[config.mk]
export PLATFORM = sky130hd
export DESIGN_NAME = dbg_ring_top
export DESIGN_NICKNAME = d
export VERILOG_FILES = /design/src/verilog/dbg_pkg.sv /design/src/verilog/dbg_line_sync.sv /design/src/verilog/dbg_frame_tx.sv /design/src/verilog/dbg_node.sv /design/src/verilog/dbg_host.sv /design/src/verilog/dbg_ring_top.sv
export SDC_FILE = /design/constraint.sdc
export NUM_CORES = 2
export LEC_CHECK = 0
export ABC_CLOCK_PERIOD_IN_PS = 15200
export BUFFER_PORTS_ARGS = -buffer_cell sky130_fd_sc_hd__buf_2
export CORE_UTILIZATION = 25
export DETAILED_ROUTE_END_ITERATION = 7
export GPL_ROUTABILITY_DRIVEN = 0
export PLACE_DENSITY_LB_ADDON = 0.3
export SLEW_MARGIN = 20
export SYNTH_ARGS = -nofsm -noshare
export SYNTH_HDL_FRONTEND = slang
export SYNTH_SLANG_ARGS = --single-unit
[constraint.sdc]
create_clock -name clk -period 15.2 [get_ports clk]
set_input_delay 1.52 -clock clk [delete_from_list [all_inputs] [get_ports clk]]
set_output_delay 1.52 -clock clk [all_outputs]
set_load 0.005 [all_outputs]
[src/verilog/dbg_pkg.sv]
`default_nettype none

package dbg_pkg;

	localparam int FRAME_BITS = 144;                    // payload + address + direction
	localparam logic [14:0] BROADCAST_ADDR = 15'h7fff;  // reset address and enumeration target

	// direction bit, lsb of the frame
	typedef enum logic {
		DIR_READ  = 1'b0,                               // node replaces the payload
		DIR_WRITE = 1'b1                                // node latches the payload
	} dbg_dir_e;

	// read command, low byte of the payload
	typedef enum logic [7:0] {
		RCMD_IDENT = 8'h00                              // anything else returns outgoing data
	} dbg_rcmd_e;

	// wire order, msb goes out first
	typedef struct packed {
		logic [127:0] payload;                          // frame bits 143..16
		logic [14:0]  addr;                             // frame bits 15..1
		dbg_dir_e     dir;                              // frame bit 0
	} dbg_frame_t;

endpackage

`default_nettype wire

[src/verilog/dbg_line_sync.sv]
`timescale 1ns/1ps
`default_nettype none

module dbg_line_sync (
	input  wire  clk,
	input  wire  rst_n,
	input  logic line_clk,                      // upstream line clock, idles high
	input  logic line_data,                     // upstream line data
	output logic bit_data,                      // synced data, aligned with rise
	output logic rise,                          // one-cycle pulse on line clock rising
	output logic fall                           // one-cycle pulse on line clock falling
);

	logic clk_s1, clk_s2;                       // line clock sync stages
	logic data_s1, data_s2;                     // line data sync stages
	logic clk_prev;                             // last synced clock level

	always_ff @(posedge clk) begin
		if (!rst_n) begin
			clk_s1   <= 1'b1;                   // matches idle line, no false edge
			clk_s2   <= 1'b1;
			clk_prev <= 1'b1;
			data_s1  <= 1'b0;
			data_s2  <= 1'b0;
			bit_data <= 1'b0;
			rise     <= 1'b0;
			fall     <= 1'b0;
		end else begin
			clk_s1   <= line_clk;
			clk_s2   <= clk_s1;
			clk_prev <= clk_s2;
			data_s1  <= line_data;
			data_s2  <= data_s1;
			bit_data <= data_s2;                // third stage keeps data in step with the pulses
			rise     <= clk_s2 & ~clk_prev;     // low to high
			fall     <= ~clk_s2 & clk_prev;     // high to low
		end
	end

endmodule

`default_nettype wire

[src/verilog/dbg_frame_tx.sv]
`timescale 1ns/1ps
`default_nettype none

module dbg_frame_tx import dbg_pkg::*; #(
	parameter int PRESCALE = 2                  // clk cycles per line clock half period
) (
	input  wire        clk,
	input  wire        rst_n,
	input  logic       start,                   // load frame and begin, ignored while busy
	input  dbg_frame_t frame,                   // frame to send
	output logic       line_clk,                // line clock, idles high
	output logic       line_data,               // changes on the falling edge
	output logic       busy                     // high until the line is back idle
);

	localparam int HCW = $clog2(PRESCALE + 1);  // half period counter width
	localparam int BCW = $clog2(FRAME_BITS + 1);

	logic [FRAME_BITS-1:0] shreg;               // outgoing bits, msb first
	logic [HCW-1:0]        half_cnt;            // cycles left in this half period
	logic [BCW-1:0]        bit_cnt;             // bits still to put on the line

	always_ff @(posedge clk) begin
		if (!rst_n) begin
			line_clk  <= 1'b1;
			line_data <= 1'b0;
			busy      <= 1'b0;
			half_cnt  <= '0;
			bit_cnt   <= '0;
		end else if (!busy) begin
			if (start) begin
				busy     <= 1'b1;
				half_cnt <= HCW'(PRESCALE - 1); // lead-in high phase before the first fall
				bit_cnt  <= BCW'(FRAME_BITS);
			end
		end else if (half_cnt != '0) begin
			half_cnt <= half_cnt - 1'b1;        // hold the current phase
		end else begin
			half_cnt <= HCW'(PRESCALE - 1);
			if (!line_clk) begin
				line_clk <= 1'b1;               // receivers sample here
			end else if (bit_cnt == '0) begin
				busy <= 1'b0;                   // last high half done, line stays high
			end else begin
				line_clk  <= 1'b0;
				line_data <= shreg[FRAME_BITS-1];
				bit_cnt   <= bit_cnt - 1'b1;
			end
		end
	end

	// frame shift register, msb feeds the line
	always_ff @(posedge clk) begin
		if (!busy && start) begin
			shreg <= frame;
		end else if (busy && half_cnt == '0 && line_clk && bit_cnt != '0) begin
			shreg <= {shreg[FRAME_BITS-2:0], 1'b0}; // next bit up to the msb
		end
	end

	// an idle serializer must leave the line clock high
	a_idle_high: assert property (@(posedge clk) disable iff (!rst_n)
		!busy |-> line_clk)
		else $error("line clock low while serializer idle");

endmodule

`default_nettype wire

[src/verilog/dbg_node.sv]
`timescale 1ns/1ps
`default_nettype none

module dbg_node import dbg_pkg::*; #(
	parameter int           PRESCALE = 2,      // line clock half period in clk cycles
	parameter logic [127:0] IDENTITY = '0      // returned for an ident read
) (
	input  wire           clk,
	input  wire           rst_n,
	input  logic          rx_clk,              // from upstream stage
	input  logic          rx_data,
	output logic          tx_clk,              // to downstream stage
	output logic          tx_data,
	input  logic [127:0]  outgoing_data,       // returned for any other read
	output logic [127:0]  incoming_data,       // last written payload
	output logic          incoming_tgl         // flips on each write
);

	localparam int BCW = $clog2(FRAME_BITS + 1);

	typedef enum logic [1:0] {
		ST_IDLE,                                // wait for the first falling edge
		ST_LOAD,                                // shift in on rising edges
		ST_DECODE,                              // one cycle edit of the frame
		ST_SEND                                 // serializer forwards the frame
	} state_e;

	state_e         state;
	dbg_frame_t     frame_q;                    // store and forward buffer
	logic [14:0]    node_addr;                  // set by enumeration
	logic [BCW-1:0] bit_cnt;                    // bits still to receive
	logic           tx_start;                   // one-cycle start into the serializer
	logic           tx_busy;
	logic           rx_bit, rx_rise, rx_fall;

	dbg_line_sync u_rx (
		.clk       (clk),
		.rst_n     (rst_n),
		.line_clk  (rx_clk),
		.line_data (rx_data),
		.bit_data  (rx_bit),
		.rise      (rx_rise),
		.fall      (rx_fall)
	);

	dbg_frame_tx #(.PRESCALE(PRESCALE)) u_tx (
		.clk       (clk),
		.rst_n     (rst_n),
		.start     (tx_start),
		.frame     (frame_q),
		.line_clk  (tx_clk),
		.line_data (tx_data),
		.busy      (tx_busy)
	);

	always_ff @(posedge clk) begin
		if (!rst_n) begin
			state         <= ST_IDLE;
			node_addr     <= BROADCAST_ADDR;
			bit_cnt       <= '0;
			tx_start      <= 1'b0;
			incoming_data <= '0;
			incoming_tgl  <= 1'b0;
		end else begin
			tx_start <= 1'b0;
			case (state)
				ST_IDLE: begin
					if (rx_fall) begin
						state   <= ST_LOAD;
						bit_cnt <= BCW'(FRAME_BITS);
					end
				end
				ST_LOAD: begin
					if (rx_rise) begin
						bit_cnt <= bit_cnt - 1'b1;
						if (bit_cnt == BCW'(1))
							state <= ST_DECODE; // 144th bit is in
					end
				end
				ST_DECODE: begin
					state    <= ST_SEND;
					tx_start <= 1'b1;           // forward starts next cycle
					if (node_addr == BROADCAST_ADDR && frame_q.addr == BROADCAST_ADDR) begin
						node_addr <= frame_q.payload[14:0];
					end else if (frame_q.addr == node_addr && frame_q.dir == DIR_WRITE) begin
						incoming_data <= frame_q.payload;
						incoming_tgl  <= ~incoming_tgl;
					end
				end
				ST_SEND: begin
					if (!tx_start && !tx_busy)
						state <= ST_IDLE;       // busy rises one cycle after start
				end
				default: state <= ST_IDLE;
			endcase
		end
	end

	// frame buffer, shifted in on rises and edited in decode
	always_ff @(posedge clk) begin
		if (state == ST_LOAD && rx_rise) begin
			frame_q <= dbg_frame_t'({frame_q[FRAME_BITS-2:0], rx_bit});
		end else if (state == ST_DECODE) begin
			if (node_addr == BROADCAST_ADDR && frame_q.addr == BROADCAST_ADDR) begin
				frame_q.payload[14:0] <= frame_q.payload[14:0] + 15'd1; // next node's address
			end else if (frame_q.addr == node_addr && frame_q.dir == DIR_READ) begin
				if (frame_q.payload[7:0] == RCMD_IDENT)
					frame_q.payload <= IDENTITY;
				else
					frame_q.payload <= outgoing_data;
			end
		end
	end

	// the toggle only moves on a decoded write
	a_tgl_in_decode: assert property (@(posedge clk) disable iff (!rst_n)
		$changed(incoming_tgl) |-> $past(state == ST_DECODE))
		else $error("incoming_tgl changed outside decode");

	// one frame in the ring, so upstream is quiet while we forward
	a_no_rx_while_send: assert property (@(posedge clk) disable iff (!rst_n)
		state == ST_SEND |-> !rx_rise)
		else $error("line clock rise while node is sending");

endmodule

`default_nettype wire

[src/verilog/dbg_host.sv]
`timescale 1ns/1ps
`default_nettype none

module dbg_host import dbg_pkg::*; #(
	parameter int PRESCALE = 2                  // line clock half period in clk cycles
) (
	input  wire        clk,
	input  wire        rst_n,
	input  logic       cmd_valid,               // command strobe, dropped while busy
	input  dbg_frame_t cmd,
	output logic       busy,                    // a frame is out on the ring
	output logic       tx_clk,                  // to node 0
	output logic       tx_data,
	input  logic       rx_clk,                  // from the last node
	input  logic       rx_data,
	output logic       rsp_valid,               // one cycle, frame is back
	output dbg_frame_t rsp
);

	localparam int BCW = $clog2(FRAME_BITS + 1);

	typedef enum logic [1:0] {
		ST_IDLE,                                // ready for a command
		ST_SEND,                                // serializer running
		ST_WAIT                                 // waiting for and collecting the return
	} state_e;

	state_e         state;
	dbg_frame_t     rx_frame;                   // returned frame being assembled
	logic [BCW-1:0] bit_cnt;                    // zero means armed, not yet started
	logic           tx_start;
	logic           tx_busy;
	logic           rx_bit, rx_rise, rx_fall;

	assign tx_start = cmd_valid && state == ST_IDLE;
	assign busy     = state != ST_IDLE;
	assign rsp      = rx_frame;                 // held until the next frame arrives

	dbg_frame_tx #(.PRESCALE(PRESCALE)) u_tx (
		.clk       (clk),
		.rst_n     (rst_n),
		.start     (tx_start),
		.frame     (cmd),
		.line_clk  (tx_clk),
		.line_data (tx_data),
		.busy      (tx_busy)
	);

	dbg_line_sync u_rx (
		.clk       (clk),
		.rst_n     (rst_n),
		.line_clk  (rx_clk),
		.line_data (rx_data),
		.bit_data  (rx_bit),
		.rise      (rx_rise),
		.fall      (rx_fall)
	);

	always_ff @(posedge clk) begin
		if (!rst_n) begin
			state     <= ST_IDLE;
			bit_cnt   <= '0;
			rsp_valid <= 1'b0;
		end else begin
			rsp_valid <= 1'b0;
			case (state)
				ST_IDLE: begin
					if (cmd_valid)
						state <= ST_SEND;
				end
				ST_SEND: begin
					if (!tx_busy) begin
						state   <= ST_WAIT;     // our frame is fully on the line
						bit_cnt <= '0;
					end
				end
				ST_WAIT: begin
					if (bit_cnt == '0) begin
						if (rx_fall)
							bit_cnt <= BCW'(FRAME_BITS); // frame is coming back
					end else if (rx_rise) begin
						bit_cnt <= bit_cnt - 1'b1;
						if (bit_cnt == BCW'(1)) begin
							rsp_valid <= 1'b1;
							state     <= ST_IDLE;
						end
					end
				end
				default: state <= ST_IDLE;
			endcase
		end
	end

	always_ff @(posedge clk) begin
		if (state == ST_WAIT && bit_cnt != '0 && rx_rise)
			rx_frame <= dbg_frame_t'({rx_frame[FRAME_BITS-2:0], rx_bit});
	end

	a_rsp_single: assert property (@(posedge clk) disable iff (!rst_n)
		rsp_valid |=> !rsp_valid)
		else $error("rsp_valid held for two cycles");

endmodule

`default_nettype wire

[src/verilog/dbg_ring_top.sv]
`timescale 1ns/1ps
`default_nettype none

module dbg_ring_top import dbg_pkg::*; #(
	parameter int                    NODES       = 4,  // ring length
	parameter int                    PRESCALE    = 2,  // min 2
	parameter logic [NODES*128-1:0]  NODE_IDENTS = '0  // slice i is node i's identity
) (
	input  wire                   clk,
	input  wire                   rst_n,
	input  logic                  cmd_valid,
	input  dbg_frame_t            cmd,
	output logic                  busy,
	output logic                  rsp_valid,
	output dbg_frame_t            rsp,
	input  logic [NODES*128-1:0]  outgoing_data,
	output logic [NODES*128-1:0]  incoming_data,
	output logic [NODES-1:0]      incoming_tgl
);

	// link i feeds stage i, link NODES closes the loop to the host
	logic [NODES:0] ring_clk;
	logic [NODES:0] ring_data;

	dbg_host #(.PRESCALE(PRESCALE)) u_host (
		.clk       (clk),
		.rst_n     (rst_n),
		.cmd_valid (cmd_valid),
		.cmd       (cmd),
		.busy      (busy),
		.tx_clk    (ring_clk[0]),
		.tx_data   (ring_data[0]),
		.rx_clk    (ring_clk[NODES]),
		.rx_data   (ring_data[NODES]),
		.rsp_valid (rsp_valid),
		.rsp       (rsp)
	);

	for (genvar i = 0; i < NODES; i++) begin : g_node
		dbg_node #(
			.PRESCALE (PRESCALE),
			.IDENTITY (NODE_IDENTS[i*128 +: 128])
		) u_node (
			.clk           (clk),
			.rst_n         (rst_n),
			.rx_clk        (ring_clk[i]),
			.rx_data       (ring_data[i]),
			.tx_clk        (ring_clk[i+1]),
			.tx_data       (ring_data[i+1]),
			.outgoing_data (outgoing_data[i*128 +: 128]),
			.incoming_data (incoming_data[i*128 +: 128]),
			.incoming_tgl  (incoming_tgl[i])
		);
	end

endmodule

`default_nettype wire

==> impl_metrics.json <==
{
  "outcome": "completed",
  "area_growth_pct": 22.1,
  "clock_skew_ns": 0.0465,
  "clk_latency_ns": 0.87,
  "vias_per_cell": 4.68,
  "worstMarginPinSlew_ns": 1.12,
  "crit_arrival_ns": 5.29,
  "io_pins": 1321,
  "path_clk_slew_ns": 0.06,
  "cp-start-kind": "flop",
  "dr.pass1.iters": 6,
  "ys_seq_area_share_pct": 64.5,
  "syn_nets": 8702,
  "hold_violations": 0,
  "h-tree-depth": 5,
  "rsz0062_at_grt": "false",
  "start_util_pct": 25.2,
  "ir_drop_uv": 72.4,
  "die_h_um": 602,
  "reg2reg_setup_slack_ns": 10.68,
  "via_count": 65900,
  "worstPathRequired_ns": 15.97,
  "numCtsBuffers": 262,
  "first_global_vias": 64900,
  "period_minus_slack_ns": 4.52,
  "final_common_cell": "nand2_1",
  "placed_cells": 13600,
  "die-area_sq_um": 362000,
  "layout_common_cells": "nand2_1 (1708), edfxtp_1 (1440), buf_2 (1319), nand3_1 (881), dfxtp_1 (736)",
  "cts_root_buffer": "clkbuf_16",
  "synth_edf_count": 1440,
  "drv_cap": 0,
  "worst_setup_path_end_kind": "flop",
  "async_flop_share_pct": 0,
  "max-slew-margin-rel_pct": 25.3,
  "layout-drive-gt1-share_pct": 26.0,
  "clockBufferDepth": 4,
  "path_max_fanout": 50,
  "synthSimpleGateAreaFrac_pct": 15.1,
  "worstSetupPathType": "flop to flop",
  "synth_xor_area_share_pct": 1.53,
  "syn_inst": 7998,
  "synth.avg_cell_area_sq_um": 11.2,
  "cts_hold_buffers": 0,
  "synth_fa_ha_area_share_pct": 0.626,
  "synth.distinct_cells": 63,
  "post-route-period-util_pct": 29.7,
  "die_x_um": 602,
  "drc": 0,
  "ys_warn_count": 0,
  "finalMaxSlewViolations": 0,
  "grtUsageTotal_pct": 14.9,
  "ant_nets": 0,
  "ys.flop_type": "edfxtp_1",
  "synthMuxAreaShare_pct": 8.65,
  "wl_per_cell_um": 20.2,
  "grt.overflow.total": 0,
  "synth_compound_area_share_pct": 6.52,
  "final.setup.tns_ns": 0,
  "netlist_area_sq_um": 90000,
  "wl_mm": 285,
  "grt_max_degree": 208,
  "post_cts_resized": 0,
  "cts_tree": "built",
  "dpl.hpwl_mm": 192,
  "p_per_area_nw_per_um2": 122,
  "portBuffers": 1320,
  "rows": 219,
  "cts_sinks": 2176,
  "grt_pass1_wl_mm": 421,
  "final_cells": 14100,
  "fmax_mhz": 221,
  "synth_top_family_by_area": "simple AND/OR/NAND/NOR gates",
  "worstHoldPathType": "flop to flop",
  "postCtsSetupBuffers": 0,
  "antenna_found_initial": 66,
  "setup_viol": 0,
  "nets": 9780,
  "p_leak_nw": 42.5,
  "drtIter0Drc": 5111,
  "ys_seq_elements": 2176,
  "core_sq_um": 357000,
  "fill_cells": 36600
}
## stage by stage
step / power, mW / worst slack [ns] / cell area (sq um) / util, % / hold WS (ns)
after global placement: 7.15 / 10.47 / 101000 / 28.3 / 0.393
after CTS: 13.6 / 10.63 / 110000 / 30.7 / 0.402
final: 13.4 / 10.68 / 110000 / 30.8 / 0.403
after detailed placement: 7.17 / 10.38 / 101000 / 28.3 / 0.389
after global routing: 13.9 / 10.34 / 110000 / 30.8 / 0.424
after floorplan: 6.93 / 4.54 / 90000 / - / 0.386
## logic make-up (layout without fill, tap and decap cells)
| logic type | count (synthesis) | count (layout) |
|---|---|---|
| mux | 707 | 707 |
| simple gates | 3109 | 3109 |
| xor+xnor | 157 | 157 |
| other cells | 0 | 34 |
| buf+inv | 708 | 2002 |
| flops | 2176 | 2176 |
| fa+ha+maj | 45 | 45 |
| compound gates | 1096 | 1096 |
## synthesized netlist by cell type, types with 11 or more instances
| cell type | number | area [sq um] |
|---|---|---|
| buf_2 | 58 | 290 |
| o21ai_0 | 477 | 2390 |
| dfxtp_1 | 736 | 14700 |
| and3_1 | 18 | 113 |
| nor2_1 | 238 | 893 |
| and2_1 | 25 | 156 |
| nor4_1 | 37 | 231 |
| o21ai_1 | 19 | 95.1 |
| buf_6 | 12 | 135 |
| mux2i_1 | 146 | 1460 |
| buf_1 | 40 | 150 |
| a31oi_1 | 29 | 181 |
| a21oi_1 | 463 | 2320 |
| a211oi_1 | 11 | 82.6 |
| edfxtp_1 | 1440 | 43200 |
| nand2_1 | 1720 | 6460 |
| a22oi_1 | 22 | 165 |
| xnor2_1 | 103 | 902 |
| ha_1 | 45 | 563 |
| nand3_1 | 882 | 4410 |
| clkbuf_1 | 470 | 1760 |
| xor2_1 | 54 | 473 |
| nor3_1 | 32 | 160 |
| inv_1 | 116 | 435 |
| mux2_2 | 561 | 6320 |
| nand4_1 | 64 | 400 |
| nand2b_1 | 28 | 175 |
| o31ai_1 | 22 | 165 |
## layout make-up
class	instances	area, sq um	area share (%)
timing repair buffer	1403	7330	6.67
multi-input combinational	5114	29400	26.8
inverter	119	464	0.422
tap	4751	5940	5.41
clock inverter	113	1340	1.22
sequential	2176	58000	52.8
antenna	34	85.1	0.0774
clock buffer	367	7340	6.68
## flip-flops by register name, indices dropped and copies added (netlist names), 32 cells and up
signal                       flops
g_node.u_node.bit_cnt           32
g_node.u_node.frame_q          576
g_node.u_node.incoming_data    512
g_node.u_node.node_addr         60
g_node.u_node.u_tx.bit_cnt      32
g_node.u_node.u_tx.shreg       576
u_host.rsp                     144
u_host.u_tx.shreg              144
## where the power goes
group          total (mW)  internal, mW  switching, mW
clock network        6.36          3.73           2.63
logic               0.555         0.208          0.347
registers            6.48          6.44         0.0487
## routing by layer
metal | GRT usage, % | share of wire (%) | vias up
met5 | 0 | 0.089 | -
met4 | 6.36 | 4.3 | 42
met3 | 2.74 | 5.7 | 539
met2 | 25.6 | 49 | 2064
met1 | 18.2 | 40 | 32700
li1 | - | - | 30500
## critical path, cell delays in order (launching register included)
cell and delay (ns):
edfxtp_1 0.43, nand4_1 0.11, nor4_1 0.49, nand2_1 0.55, nand3_4 0.75, buf_4 0.84, buf_4 0.83, mux2i_1 0.28
## final timing paths
check,from,to,cells past startpoint
setup / recovery,g_node[3].u_node.frame_q[10],g_node[3].u_node.incoming_data[119],7
hold / removal,g_node[2].u_node.u_rx.bit_data,g_node[2].u_node.frame_q[0],0
setup reg to reg,g_node[3].u_node.frame_q[10],g_node[3].u_node.incoming_data[119],7
hold reg to reg,g_node[2].u_node.u_rx.bit_data,g_node[2].u_node.frame_q[0],0
Note: power is estimated with default switching activity, not from simulation.
